$ cat src/verilog/aimbot_pkg.sv
package aimbot_pkg;

    // RGB565 as the camera sends it, red in the top bits.
    typedef struct packed {
        logic [4:0] r;
        logic [5:0] g;
        logic [4:0] b;
    } pix565_t;

    typedef struct packed {
        logic [7:0] r;
        logic [7:0] g;
        logic [7:0] b;
    } rgb888_t;

    typedef logic [10:0] xcoord_t;
    typedef logic [9:0]  ycoord_t;
    typedef logic [3:0]  cfg_addr_t;
    typedef logic [15:0] cfg_data_t;

    localparam int MAX_BOX = 2;

    // Field offsets inside the four addresses of one box.
    localparam logic [1:0] CFG_BOX_START_X = 2'd0;
    localparam logic [1:0] CFG_BOX_START_Y = 2'd1;
    localparam logic [1:0] CFG_BOX_END_X   = 2'd2;
    localparam logic [1:0] CFG_BOX_END_Y   = 2'd3;

    localparam cfg_addr_t CFG_COLOR_LO = 4'd8;   // Green high byte, blue low byte.
    localparam cfg_addr_t CFG_COLOR_HI = 4'd9;   // Red low byte.
    localparam cfg_addr_t CFG_CTRL     = 4'd10;

    // Bit positions in the control register.
    localparam int CTRL_CAM_SEL = 0;
    localparam int CTRL_BOX_EN  = 1;

endpackage

$ cat src/verilog/aim_ctrl.sv
`timescale 1ns/1ns

module aim_ctrl #(
    parameter int N_BOX = 2
) (
    input  logic                  i_clk,
    input  logic                  i_rst,
    input  logic                  i_cfg_we,
    input  aimbot_pkg::cfg_addr_t i_cfg_addr,
    input  aimbot_pkg::cfg_data_t i_cfg_data,
    input  logic                  i_frame_start,
    output logic                  o_cam_sel,
    output logic                  o_box_en [N_BOX],
    output aimbot_pkg::xcoord_t   o_start_x [N_BOX],
    output aimbot_pkg::ycoord_t   o_start_y [N_BOX],
    output aimbot_pkg::xcoord_t   o_end_x [N_BOX],
    output aimbot_pkg::ycoord_t   o_end_y [N_BOX],
    output aimbot_pkg::rgb888_t   o_color
);

    // Pending copy, written by software at any time.
    logic                pend_cam_sel;
    logic                pend_box_en [N_BOX];
    aimbot_pkg::xcoord_t pend_start_x [N_BOX];
    aimbot_pkg::ycoord_t pend_start_y [N_BOX];
    aimbot_pkg::xcoord_t pend_end_x [N_BOX];
    aimbot_pkg::ycoord_t pend_end_y [N_BOX];
    aimbot_pkg::rgb888_t pend_color;

    logic [1:0] box_sel;
    logic [1:0] box_field;
    logic       box_region;

    assign box_sel    = i_cfg_addr[3:2];
    assign box_field  = i_cfg_addr[1:0];
    assign box_region = int'(i_cfg_addr) < 4 * aimbot_pkg::MAX_BOX;

    always_ff @(posedge i_clk) begin
        if (i_rst) begin
            pend_cam_sel <= 1'b0;
            pend_box_en  <= '{default: 1'b0};
            pend_start_x <= '{default: '0};
            pend_start_y <= '{default: '0};
            pend_end_x   <= '{default: '0};
            pend_end_y   <= '{default: '0};
            pend_color   <= '0;
        end else if (i_cfg_we) begin
            if (box_region) begin
                // Boxes above N_BOX have no registers and drop the write.
                for (int k = 0; k < N_BOX; k++) begin
                    if (int'(box_sel) == k) begin
                        case (box_field)
                            aimbot_pkg::CFG_BOX_START_X: pend_start_x[k] <= i_cfg_data[10:0];
                            aimbot_pkg::CFG_BOX_START_Y: pend_start_y[k] <= i_cfg_data[9:0];
                            aimbot_pkg::CFG_BOX_END_X:   pend_end_x[k]   <= i_cfg_data[10:0];
                            default:                     pend_end_y[k]   <= i_cfg_data[9:0];
                        endcase
                    end
                end
            end else begin
                case (i_cfg_addr)
                    aimbot_pkg::CFG_COLOR_LO: begin
                        pend_color.g <= i_cfg_data[15:8];
                        pend_color.b <= i_cfg_data[7:0];
                    end
                    aimbot_pkg::CFG_COLOR_HI: pend_color.r <= i_cfg_data[7:0];
                    aimbot_pkg::CFG_CTRL: begin
                        pend_cam_sel <= i_cfg_data[aimbot_pkg::CTRL_CAM_SEL];
                        for (int k = 0; k < N_BOX; k++) begin
                            pend_box_en[k] <= i_cfg_data[aimbot_pkg::CTRL_BOX_EN + k];
                        end
                    end
                    default: ;
                endcase
            end
        end
    end

    // The active copy only moves between frames.
    always_ff @(posedge i_clk) begin
        if (i_rst) begin
            o_cam_sel <= 1'b0;
            o_box_en  <= '{default: 1'b0};
            o_start_x <= '{default: '0};
            o_start_y <= '{default: '0};
            o_end_x   <= '{default: '0};
            o_end_y   <= '{default: '0};
            o_color   <= '0;
        end else if (i_frame_start) begin
            o_cam_sel <= pend_cam_sel;
            o_box_en  <= pend_box_en;
            o_start_x <= pend_start_x;
            o_start_y <= pend_start_y;
            o_end_x   <= pend_end_x;
            o_end_y   <= pend_end_y;
            o_color   <= pend_color;
        end
    end

endmodule

$ cat src/verilog/aimbot_top.sv
`timescale 1ns/1ns

module aimbot_top #(
    parameter int N_BOX       = 2,
    parameter int H_BOX_WIDTH = 2,
    parameter int V_BOX_WIDTH = 1
) (
    input  logic                  i_clk,
    input  logic                  i_rst,
    input  logic                  i_cam1_vsync,
    input  logic                  i_cam1_href,
    input  logic                  i_cam1_pclk_en,
    input  logic [7:0]            i_cam1_data,
    input  logic                  i_cam2_vsync,
    input  logic                  i_cam2_href,
    input  logic                  i_cam2_pclk_en,
    input  logic [7:0]            i_cam2_data,
    input  logic                  i_cfg_we,
    input  aimbot_pkg::cfg_addr_t i_cfg_addr,
    input  aimbot_pkg::cfg_data_t i_cfg_data,
    output aimbot_pkg::rgb888_t   o_disp_rgb,
    output logic                  o_disp_de,
    output logic                  o_disp_hsync,
    output logic                  o_disp_vsync
);

    aimbot_pkg::pix565_t cam1_pix, cam2_pix, ft_pix;
    logic                cam1_valid, cam1_href, cam1_vsync;
    logic                cam2_valid, cam2_href, cam2_vsync;

    logic                cam_sel;
    logic                frame_start;
    logic                box_en [N_BOX];
    aimbot_pkg::xcoord_t start_x [N_BOX];
    aimbot_pkg::ycoord_t start_y [N_BOX];
    aimbot_pkg::xcoord_t end_x [N_BOX];
    aimbot_pkg::ycoord_t end_y [N_BOX];
    aimbot_pkg::rgb888_t color;

    aimbot_pkg::xcoord_t ft_x;
    aimbot_pkg::ycoord_t ft_y;
    logic                ft_de, ft_hsync, ft_vsync;

    cam_byte_packer u_cam1_packer (
        .i_clk(i_clk), .i_rst(i_rst),
        .i_href(i_cam1_href), .i_vsync(i_cam1_vsync),
        .i_pclk_en(i_cam1_pclk_en), .i_data(i_cam1_data),
        .o_pix(cam1_pix), .o_pix_valid(cam1_valid),
        .o_href(cam1_href), .o_vsync(cam1_vsync)
    );

    cam_byte_packer u_cam2_packer (
        .i_clk(i_clk), .i_rst(i_rst),
        .i_href(i_cam2_href), .i_vsync(i_cam2_vsync),
        .i_pclk_en(i_cam2_pclk_en), .i_data(i_cam2_data),
        .o_pix(cam2_pix), .o_pix_valid(cam2_valid),
        .o_href(cam2_href), .o_vsync(cam2_vsync)
    );

    aim_ctrl #(.N_BOX(N_BOX)) u_ctrl (
        .i_clk(i_clk), .i_rst(i_rst),
        .i_cfg_we(i_cfg_we), .i_cfg_addr(i_cfg_addr), .i_cfg_data(i_cfg_data),
        .i_frame_start(frame_start),
        .o_cam_sel(cam_sel), .o_box_en(box_en),
        .o_start_x(start_x), .o_start_y(start_y),
        .o_end_x(end_x), .o_end_y(end_y), .o_color(color)
    );

    frame_timing u_timing (
        .i_clk(i_clk), .i_rst(i_rst), .i_cam_sel(cam_sel),
        .i_cam1_pix(cam1_pix), .i_cam1_pix_valid(cam1_valid),
        .i_cam1_href(cam1_href), .i_cam1_vsync(cam1_vsync),
        .i_cam2_pix(cam2_pix), .i_cam2_pix_valid(cam2_valid),
        .i_cam2_href(cam2_href), .i_cam2_vsync(cam2_vsync),
        .o_x(ft_x), .o_y(ft_y), .o_pix(ft_pix), .o_de(ft_de),
        .o_hsync(ft_hsync), .o_vsync(ft_vsync), .o_frame_start(frame_start)
    );

    box_overlay #(
        .N_BOX(N_BOX), .H_BOX_WIDTH(H_BOX_WIDTH), .V_BOX_WIDTH(V_BOX_WIDTH)
    ) u_overlay (
        .i_clk(i_clk), .i_rst(i_rst),
        .i_x(ft_x), .i_y(ft_y), .i_pix(ft_pix), .i_de(ft_de),
        .i_hsync(ft_hsync), .i_vsync(ft_vsync),
        .i_start_x(start_x), .i_start_y(start_y),
        .i_end_x(end_x), .i_end_y(end_y),
        .i_box_en(box_en), .i_color(color),
        .o_rgb(o_disp_rgb), .o_de(o_disp_de),
        .o_hsync(o_disp_hsync), .o_vsync(o_disp_vsync)
    );

endmodule

$ cat src/verilog/box_overlay.sv
`timescale 1ns/1ns

module box_overlay #(
    parameter int N_BOX       = 2,
    parameter int H_BOX_WIDTH = 2,
    parameter int V_BOX_WIDTH = 1
) (
    input  logic                i_clk,
    input  logic                i_rst,
    input  aimbot_pkg::xcoord_t i_x,
    input  aimbot_pkg::ycoord_t i_y,
    input  aimbot_pkg::pix565_t i_pix,
    input  logic                i_de,
    input  logic                i_hsync,
    input  logic                i_vsync,
    input  aimbot_pkg::xcoord_t i_start_x [N_BOX],
    input  aimbot_pkg::ycoord_t i_start_y [N_BOX],
    input  aimbot_pkg::xcoord_t i_end_x [N_BOX],
    input  aimbot_pkg::ycoord_t i_end_y [N_BOX],
    input  logic                i_box_en [N_BOX],
    input  aimbot_pkg::rgb888_t i_color,
    output aimbot_pkg::rgb888_t o_rgb,
    output logic                o_de,
    output logic                o_hsync,
    output logic                o_vsync
);

    localparam aimbot_pkg::xcoord_t H_W = aimbot_pkg::xcoord_t'(H_BOX_WIDTH);
    localparam aimbot_pkg::ycoord_t V_W = aimbot_pkg::ycoord_t'(V_BOX_WIDTH);

    logic                on_border;
    aimbot_pkg::rgb888_t pix_rgb;

    always_comb begin : border_check
        logic in_box;
        logic near_x;
        logic near_y;
        on_border = 1'b0;
        for (int k = 0; k < N_BOX; k++) begin
            in_box = (i_x >= i_start_x[k]) && (i_x <= i_end_x[k]) &&
                     (i_y >= i_start_y[k]) && (i_y <= i_end_y[k]);
            // Differences cannot wrap while the pixel is inside the box.
            near_x = ((i_x - i_start_x[k]) < H_W) || ((i_end_x[k] - i_x) < H_W);
            near_y = ((i_y - i_start_y[k]) < V_W) || ((i_end_y[k] - i_y) < V_W);
            if (i_box_en[k] && in_box && (near_x || near_y)) begin
                on_border = 1'b1;
            end
        end
    end

    // Low bits are zero filled, no replication of the top bits.
    assign pix_rgb = {i_pix.r, 3'b000, i_pix.g, 2'b00, i_pix.b, 3'b000};

    always_ff @(posedge i_clk) begin
        if (i_rst) begin
            o_rgb   <= '0;
            o_de    <= 1'b0;
            o_hsync <= 1'b0;
            o_vsync <= 1'b0;
        end else begin
            o_de    <= i_de;
            o_hsync <= i_hsync;
            o_vsync <= i_vsync;
            if (i_de) begin
                o_rgb <= on_border ? i_color : pix_rgb;
            end
        end
    end

endmodule

$ cat src/verilog/cam_byte_packer.sv
`timescale 1ns/1ns

module cam_byte_packer (
    input  logic                i_clk,
    input  logic                i_rst,
    input  logic                i_href,
    input  logic                i_vsync,
    input  logic                i_pclk_en,
    input  logic [7:0]          i_data,
    output aimbot_pkg::pix565_t o_pix,
    output logic                o_pix_valid,
    output logic                o_href,
    output logic                o_vsync
);

    logic       phase;     // High once the first byte of a pair is held.
    logic [7:0] hi_byte;

    always_ff @(posedge i_clk) begin
        if (i_rst) begin
            phase       <= 1'b0;
            o_pix_valid <= 1'b0;
            o_href      <= 1'b0;
            o_vsync     <= 1'b0;
        end else begin
            // Syncs take the same single register stage as the pixel.
            o_href      <= i_href;
            o_vsync     <= i_vsync;
            o_pix_valid <= 1'b0;
            if (!i_href) begin
                phase <= 1'b0;
            end else if (i_pclk_en) begin
                phase       <= ~phase;
                o_pix_valid <= phase;
            end
        end
    end

    always_ff @(posedge i_clk) begin
        if (i_href && i_pclk_en) begin
            if (!phase) begin
                hi_byte <= i_data;
            end else begin
                o_pix <= {hi_byte, i_data};
            end
        end
    end

endmodule

$ cat src/verilog/frame_timing.sv
`timescale 1ns/1ns

module frame_timing (
    input  logic                i_clk,
    input  logic                i_rst,
    input  logic                i_cam_sel,
    input  aimbot_pkg::pix565_t i_cam1_pix,
    input  logic                i_cam1_pix_valid,
    input  logic                i_cam1_href,
    input  logic                i_cam1_vsync,
    input  aimbot_pkg::pix565_t i_cam2_pix,
    input  logic                i_cam2_pix_valid,
    input  logic                i_cam2_href,
    input  logic                i_cam2_vsync,
    output aimbot_pkg::xcoord_t o_x,
    output aimbot_pkg::ycoord_t o_y,
    output aimbot_pkg::pix565_t o_pix,
    output logic                o_de,
    output logic                o_hsync,
    output logic                o_vsync,
    output logic                o_frame_start
);

    aimbot_pkg::pix565_t sel_pix;
    logic                sel_valid;
    logic                sel_href;
    logic                sel_vsync;
    logic                href_d;
    logic                vsync_d;
    logic                href_fall;
    logic                vsync_fall;
    aimbot_pkg::xcoord_t x_cnt;
    aimbot_pkg::ycoord_t y_cnt;

    always_comb begin
        if (i_cam_sel) begin
            sel_pix   = i_cam2_pix;
            sel_valid = i_cam2_pix_valid;
            sel_href  = i_cam2_href;
            sel_vsync = i_cam2_vsync;
        end else begin
            sel_pix   = i_cam1_pix;
            sel_valid = i_cam1_pix_valid;
            sel_href  = i_cam1_href;
            sel_vsync = i_cam1_vsync;
        end
    end

    assign href_fall  = href_d & ~sel_href;
    assign vsync_fall = vsync_d & ~sel_vsync;   // The end of vertical blanking.

    always_ff @(posedge i_clk) begin
        if (i_rst) begin
            href_d        <= 1'b0;
            vsync_d       <= 1'b0;
            x_cnt         <= '0;
            y_cnt         <= '0;
            o_de          <= 1'b0;
            o_hsync       <= 1'b0;
            o_vsync       <= 1'b0;
            o_frame_start <= 1'b0;
        end else begin
            href_d        <= sel_href;
            vsync_d       <= sel_vsync;
            o_de          <= sel_valid;
            o_hsync       <= sel_href;
            o_vsync       <= sel_vsync;
            o_frame_start <= vsync_fall;
            if (vsync_fall) begin
                x_cnt <= '0;
                y_cnt <= '0;
            end else if (href_fall) begin
                x_cnt <= '0;
                y_cnt <= y_cnt + 1'b1;
            end else if (sel_valid) begin
                x_cnt <= x_cnt + 1'b1;
            end
        end
    end

    // The pixel leaves with the coordinates counted before it.
    always_ff @(posedge i_clk) begin
        if (sel_valid) begin
            o_pix <= sel_pix;
            o_x   <= x_cnt;
            o_y   <= y_cnt;
        end
    end

endmodule
$ cat config.mk
export PLATFORM = sky130hd
export DESIGN_NAME = aimbot_top
export DESIGN_NICKNAME = d
export VERILOG_FILES = /design/src/verilog/aimbot_pkg.sv /design/src/verilog/aim_ctrl.sv /design/src/verilog/aimbot_top.sv /design/src/verilog/box_overlay.sv /design/src/verilog/cam_byte_packer.sv /design/src/verilog/frame_timing.sv
export SDC_FILE = /design/constraint.sdc
export NUM_CORES = 1
export LEC_CHECK = 0
export BUFFER_PORTS_ARGS = -buffer_cell sky130_fd_sc_hd__clkbuf_2
export CAP_MARGIN = 25
export CORE_AREA = 5 5 138 239
export DETAILED_ROUTE_END_ITERATION = 16
export DIE_AREA = 0 0 143 244
export PLACE_DENSITY = 0.81
export REMOVE_ABC_BUFFERS = 1
export SETUP_SLACK_MARGIN = 0.2
export SYNTH_ARGS = -nofsm -noshare
export SYNTH_HDL_FRONTEND = slang
export SYNTH_SLANG_ARGS = --single-unit
$ cat constraint.sdc
create_clock -name i_clk -period 3.1 [get_ports i_clk]
set_clock_uncertainty 0.1 [all_clocks]
set_input_delay 0.465 -clock i_clk [delete_from_list [all_inputs] [get_ports i_clk]]
set_output_delay 0.465 -clock i_clk [all_outputs]
set_load 0.05 [all_outputs]
==> results.ini <==
[floorplanning]
dieArea_sq_um=34900
start_util_pct=55.2
rows=85
ios=72
chipHeight_um=244
die_x_um=143
coreArea_sq_um=30700

[synth]
yosysWarnings=0
avgSynthCellArea_sq_um=9.78
synth_area_sq_um=17000
synth_top_cell_area_share_pct=33.3
yosysUniqueCellTypes=67
synth-seq-cells=367
synth_edf_count=85
syn_inst=1734
ys_top_cells_by_area=dfxtp_1, edfxtp_1, mux2i_1
synth_flop_cell=dfxtp_1
async_reset_ff_share_pct=0
seq_area_frac_synth_pct=48.4
synth_top_area_cell=dfxtp_1

[grt]
antenna_found_initial=0
first_global_vias=13900
grt_use_total_pct=25.7
grt_max_degree=257
grt_pass1_wl_um=71500
grt_overflow=0

[setup_path]
worstPathMaxFanout=5
crit_arrival_ns=4.06
cp_slowest_cell=edfxtp_1
crit_top_cell=buf_4
critical_path.cell_chain=buf_4 -> ha_1 -> nor2b_1 -> o21a_1 -> o21ai_0 -> buf_4 -> a21oi_1 -> nand4b_1 -> o31ai_2 -> buf_4 -> a311oi_4 -> o22ai_4 -> buf_12 -> buf_16 -> mux2i_4 -> a211oi_2
start_kind=flip-flop
worst_path_largest_cell_delay_ns=0.51
crit_path_end_kind=flip-flop
required_ns=3.40
path_class=flip-flop to flip-flop

[routing]
via_per_inst=5.76
finalWirelength_um=45700
drtIter0Drc=811
firstDrtPassIters=5
drcViolationCount=0
vias=13600
final_antenna_net_count=0
wire_per_inst_um=19.3

[final_layout]
fin_nets=2086
fin_cells=2365
final_area_sq_um=20300
diodes=0
syn2layout_area_growth_pct=20.0
drive_above_1_share_pct=18.5

[sta]
layout_min_cycle_time_ns=3.76
rsz0062_at_grt=true
setup-violations-final=24
fmax_mhz=266
fin_setup_tns_ns=-14.08
drv_slew=0
layout_setup_ws_ns=-0.656
min_period_over_period_pct=121
holdWs_ns=0.0460
final-hold-violation-count=0
slew_headroom_pct=18.0
tightestPinTransition_ns=1.23

[clock_network]
clkSlewWorstSetupHoldPaths_ns=0.07
root_buffer=clkbuf_16
cts_buffers=29
cts_sinks=367
cts_buffer_depth=3
tritoncts=yes
htree_levels=1
clkLatencyLatePin_ns=0.58

[pwr]
irDropWorstVdd_v=0.000581
power_leakage_uw=0.00793
power_density_nw_per_um2=453

[placement]
placed_area_sq_um=18800
portBuffers=71
hpwl_um=30900
gp_congestion=0.895
placed_cells=2278

[run_status]
violations=setup timing
outcome=finished with violations

[min_path]
hp-class=input pin to flip-flop

[flow_run]
drv_cap=0

-- critical path: cells and delay by family (launching register included) --
family | cells | cell delay, ns
AOI/OAI and AO/OA | 7 | 1.18
adders and majority gates | 1 | 0.27
buffers and inverters | 5 | 0.85
DFF | 1 | 0.51
muxes | 1 | 0.24
and+or+nand+nor | 2 | 0.41
-- layout by cell type (no fill, tap or decap), types with 9 or more instances in the layout --
cell / netlist / layout
or3_1: 14 / 14
dfxtp_1: 282 / 281
a21oi_1: 103 / 99
nand4_1: 16 / 16
nand2b_1: 24 / 24
a21o_1: 9 / 9
clkbuf_16: 0 / 29
edfxtp_1: 85 / 85
nor2b_1: 20 / 20
nand3_1: 38 / 30
xor2_1: 20 / 20
a211oi_1: 26 / 23
ha_1: 86 / 84
xnor2_1: 15 / 15
nand2_1: 116 / 116
dlygate4sd3_1: 0 / 19
nor2_1: 271 / 271
and2_1: 11 / 11
nor3_1: 17 / 17
and3_1: 14 / 13
mux2i_1: 210 / 205
mux2_2: 18 / 18
o21ai_0: 48 / 46
inv_1: 87 / 83
o21a_1: 9 / 9
a211o_1: 10 / 10
buf_4: 0 / 165
clkbuf_2: 0 / 70
-- layout make-up --
| type | instances | area, sq um |
|---|---|---|
| flip-flops and latches | 367 | 8200 |
| clock buffers | 35 | 758 |
| repair buffers | 266 | 2010 |
| well taps | 391 | 489 |
| clock inverters | 19 | 221 |
| multi-input cells | 1200 | 8330 |
| fillers | 2252 | 10400 |
| inverters | 87 | 327 |
-- routing by layer --
layer,vias up,global-route usage (%),routed length [um]
li1,6517,-,-
met1,6490,27.1,16100
met2,444,47.9,24300
met3,161,3.07,2250
met4,0,14.7,3040
met5,-,0,0
-- per-stage QoR --
stage | util [%] | power, uW | setup slack, ns
2_1_floorplan | - | 5230 | -1.31
3_3_place_gp | 61.0 | 5420 | -0.660
3_5_place_dp | 61.0 | 5430 | -0.797
4_1_cts | 65.7 | 9240 | -0.664
5_1_grt | 66.2 | 9480 | -0.775
6_report | 66.2 | 9210 | -0.656
-- repair_timing --
item / CTS / global route
buffers inserted: 7 / 4
hold endpoints to repair: 35 / 0
hold buffers: 19 / 0
pin swaps: 20 / 20
resized for setup: 33 / 28
cloned: 3 / 0
endpoints found under the setup margin: 24 / 24
-- kinds of logic after synthesis --
logic type                 count (synthesis)  synth area share [%]
AOI/OAI and AO/OA                        272                  10.2
xor gates and xnor gates                  35                  1.81
adders and majority gates                 90                  6.82
buffers and inverters                    167                  3.82
DFF                                      367                  48.4
muxes                                    228                  13.6
and+or+nand+nor                          575                  15.4
-- sequential cells by signal, summed over array words and instances, names as in the netlist, 20 cells and up --
signal / flops
u_ctrl.o_end_y: 20
u_ctrl.o_color: 24
u_ctrl.pend_color: 24
u_overlay.o_rgb: 24
u_ctrl.pend_end_y: 20
u_ctrl.o_start_y: 20
u_ctrl.o_end_x: 22
u_ctrl.pend_end_x: 22
u_ctrl.pend_start_x: 22
u_ctrl.o_start_x: 22
u_ctrl.pend_start_y: 20
-- where the power goes --
| part | internal (uW) | leakage, uW | switching (uW) | total [uW] |
|---|---|---|---|---|
| logic | 146 | 0.00443 | 262 | 408 |
| registers | 4930 | 0.00303 | 30.5 | 4960 |
| clock network | 2100 | 0.000468 | 1750 | 3850 |
| total | 7170 | 0.00793 | 2040 | 9210 |
-- worst paths after layout --
kind | from | cells after the start | slack, ns | to
setup / recovery | u_timing.o_x[1] | 16 | -0.66 | u_overlay.o_rgb[6]
hold / removal | i_cam2_vsync | 2 | 0.05 | u_cam2_packer.o_vsync
setup reg to reg | u_timing.o_x[1] | 16 | -0.66 | u_overlay.o_rgb[6]
hold reg to reg | u_cam1_packer.hi_byte[6] | 0 | 0.32 | u_cam1_packer.o_pix[14]
-- cell usage after synthesis (all sizes together), types with 3 or more instances --
master and number:
nand3b 8, nor3b 5, o31ai 6, o2111ai 3
and3 14, a31o 3, o21bai 5, a2111oi 3
or3 14, clkbuf 64, xnor2 15, a211oi 28
nand2 116, a21oi 103, a21o 9, inv 87
nand4 16, nor3 17, a31oi 4, nand2b 24
a311oi 3, xor2 20, nor4 6, a21boi 5
nor2b 20, mux2i 210, or2 5, o21a 9
edfxtp 85, o211ai 3, dfxtp 282, and2 11
o22ai 5, buf 16, o221ai 5, ha 86
a211o 10, nor2 271, fa 4, o21ai 51
mux2 18, nand3 38
Note: power is estimated with default switching activity, not from simulation.
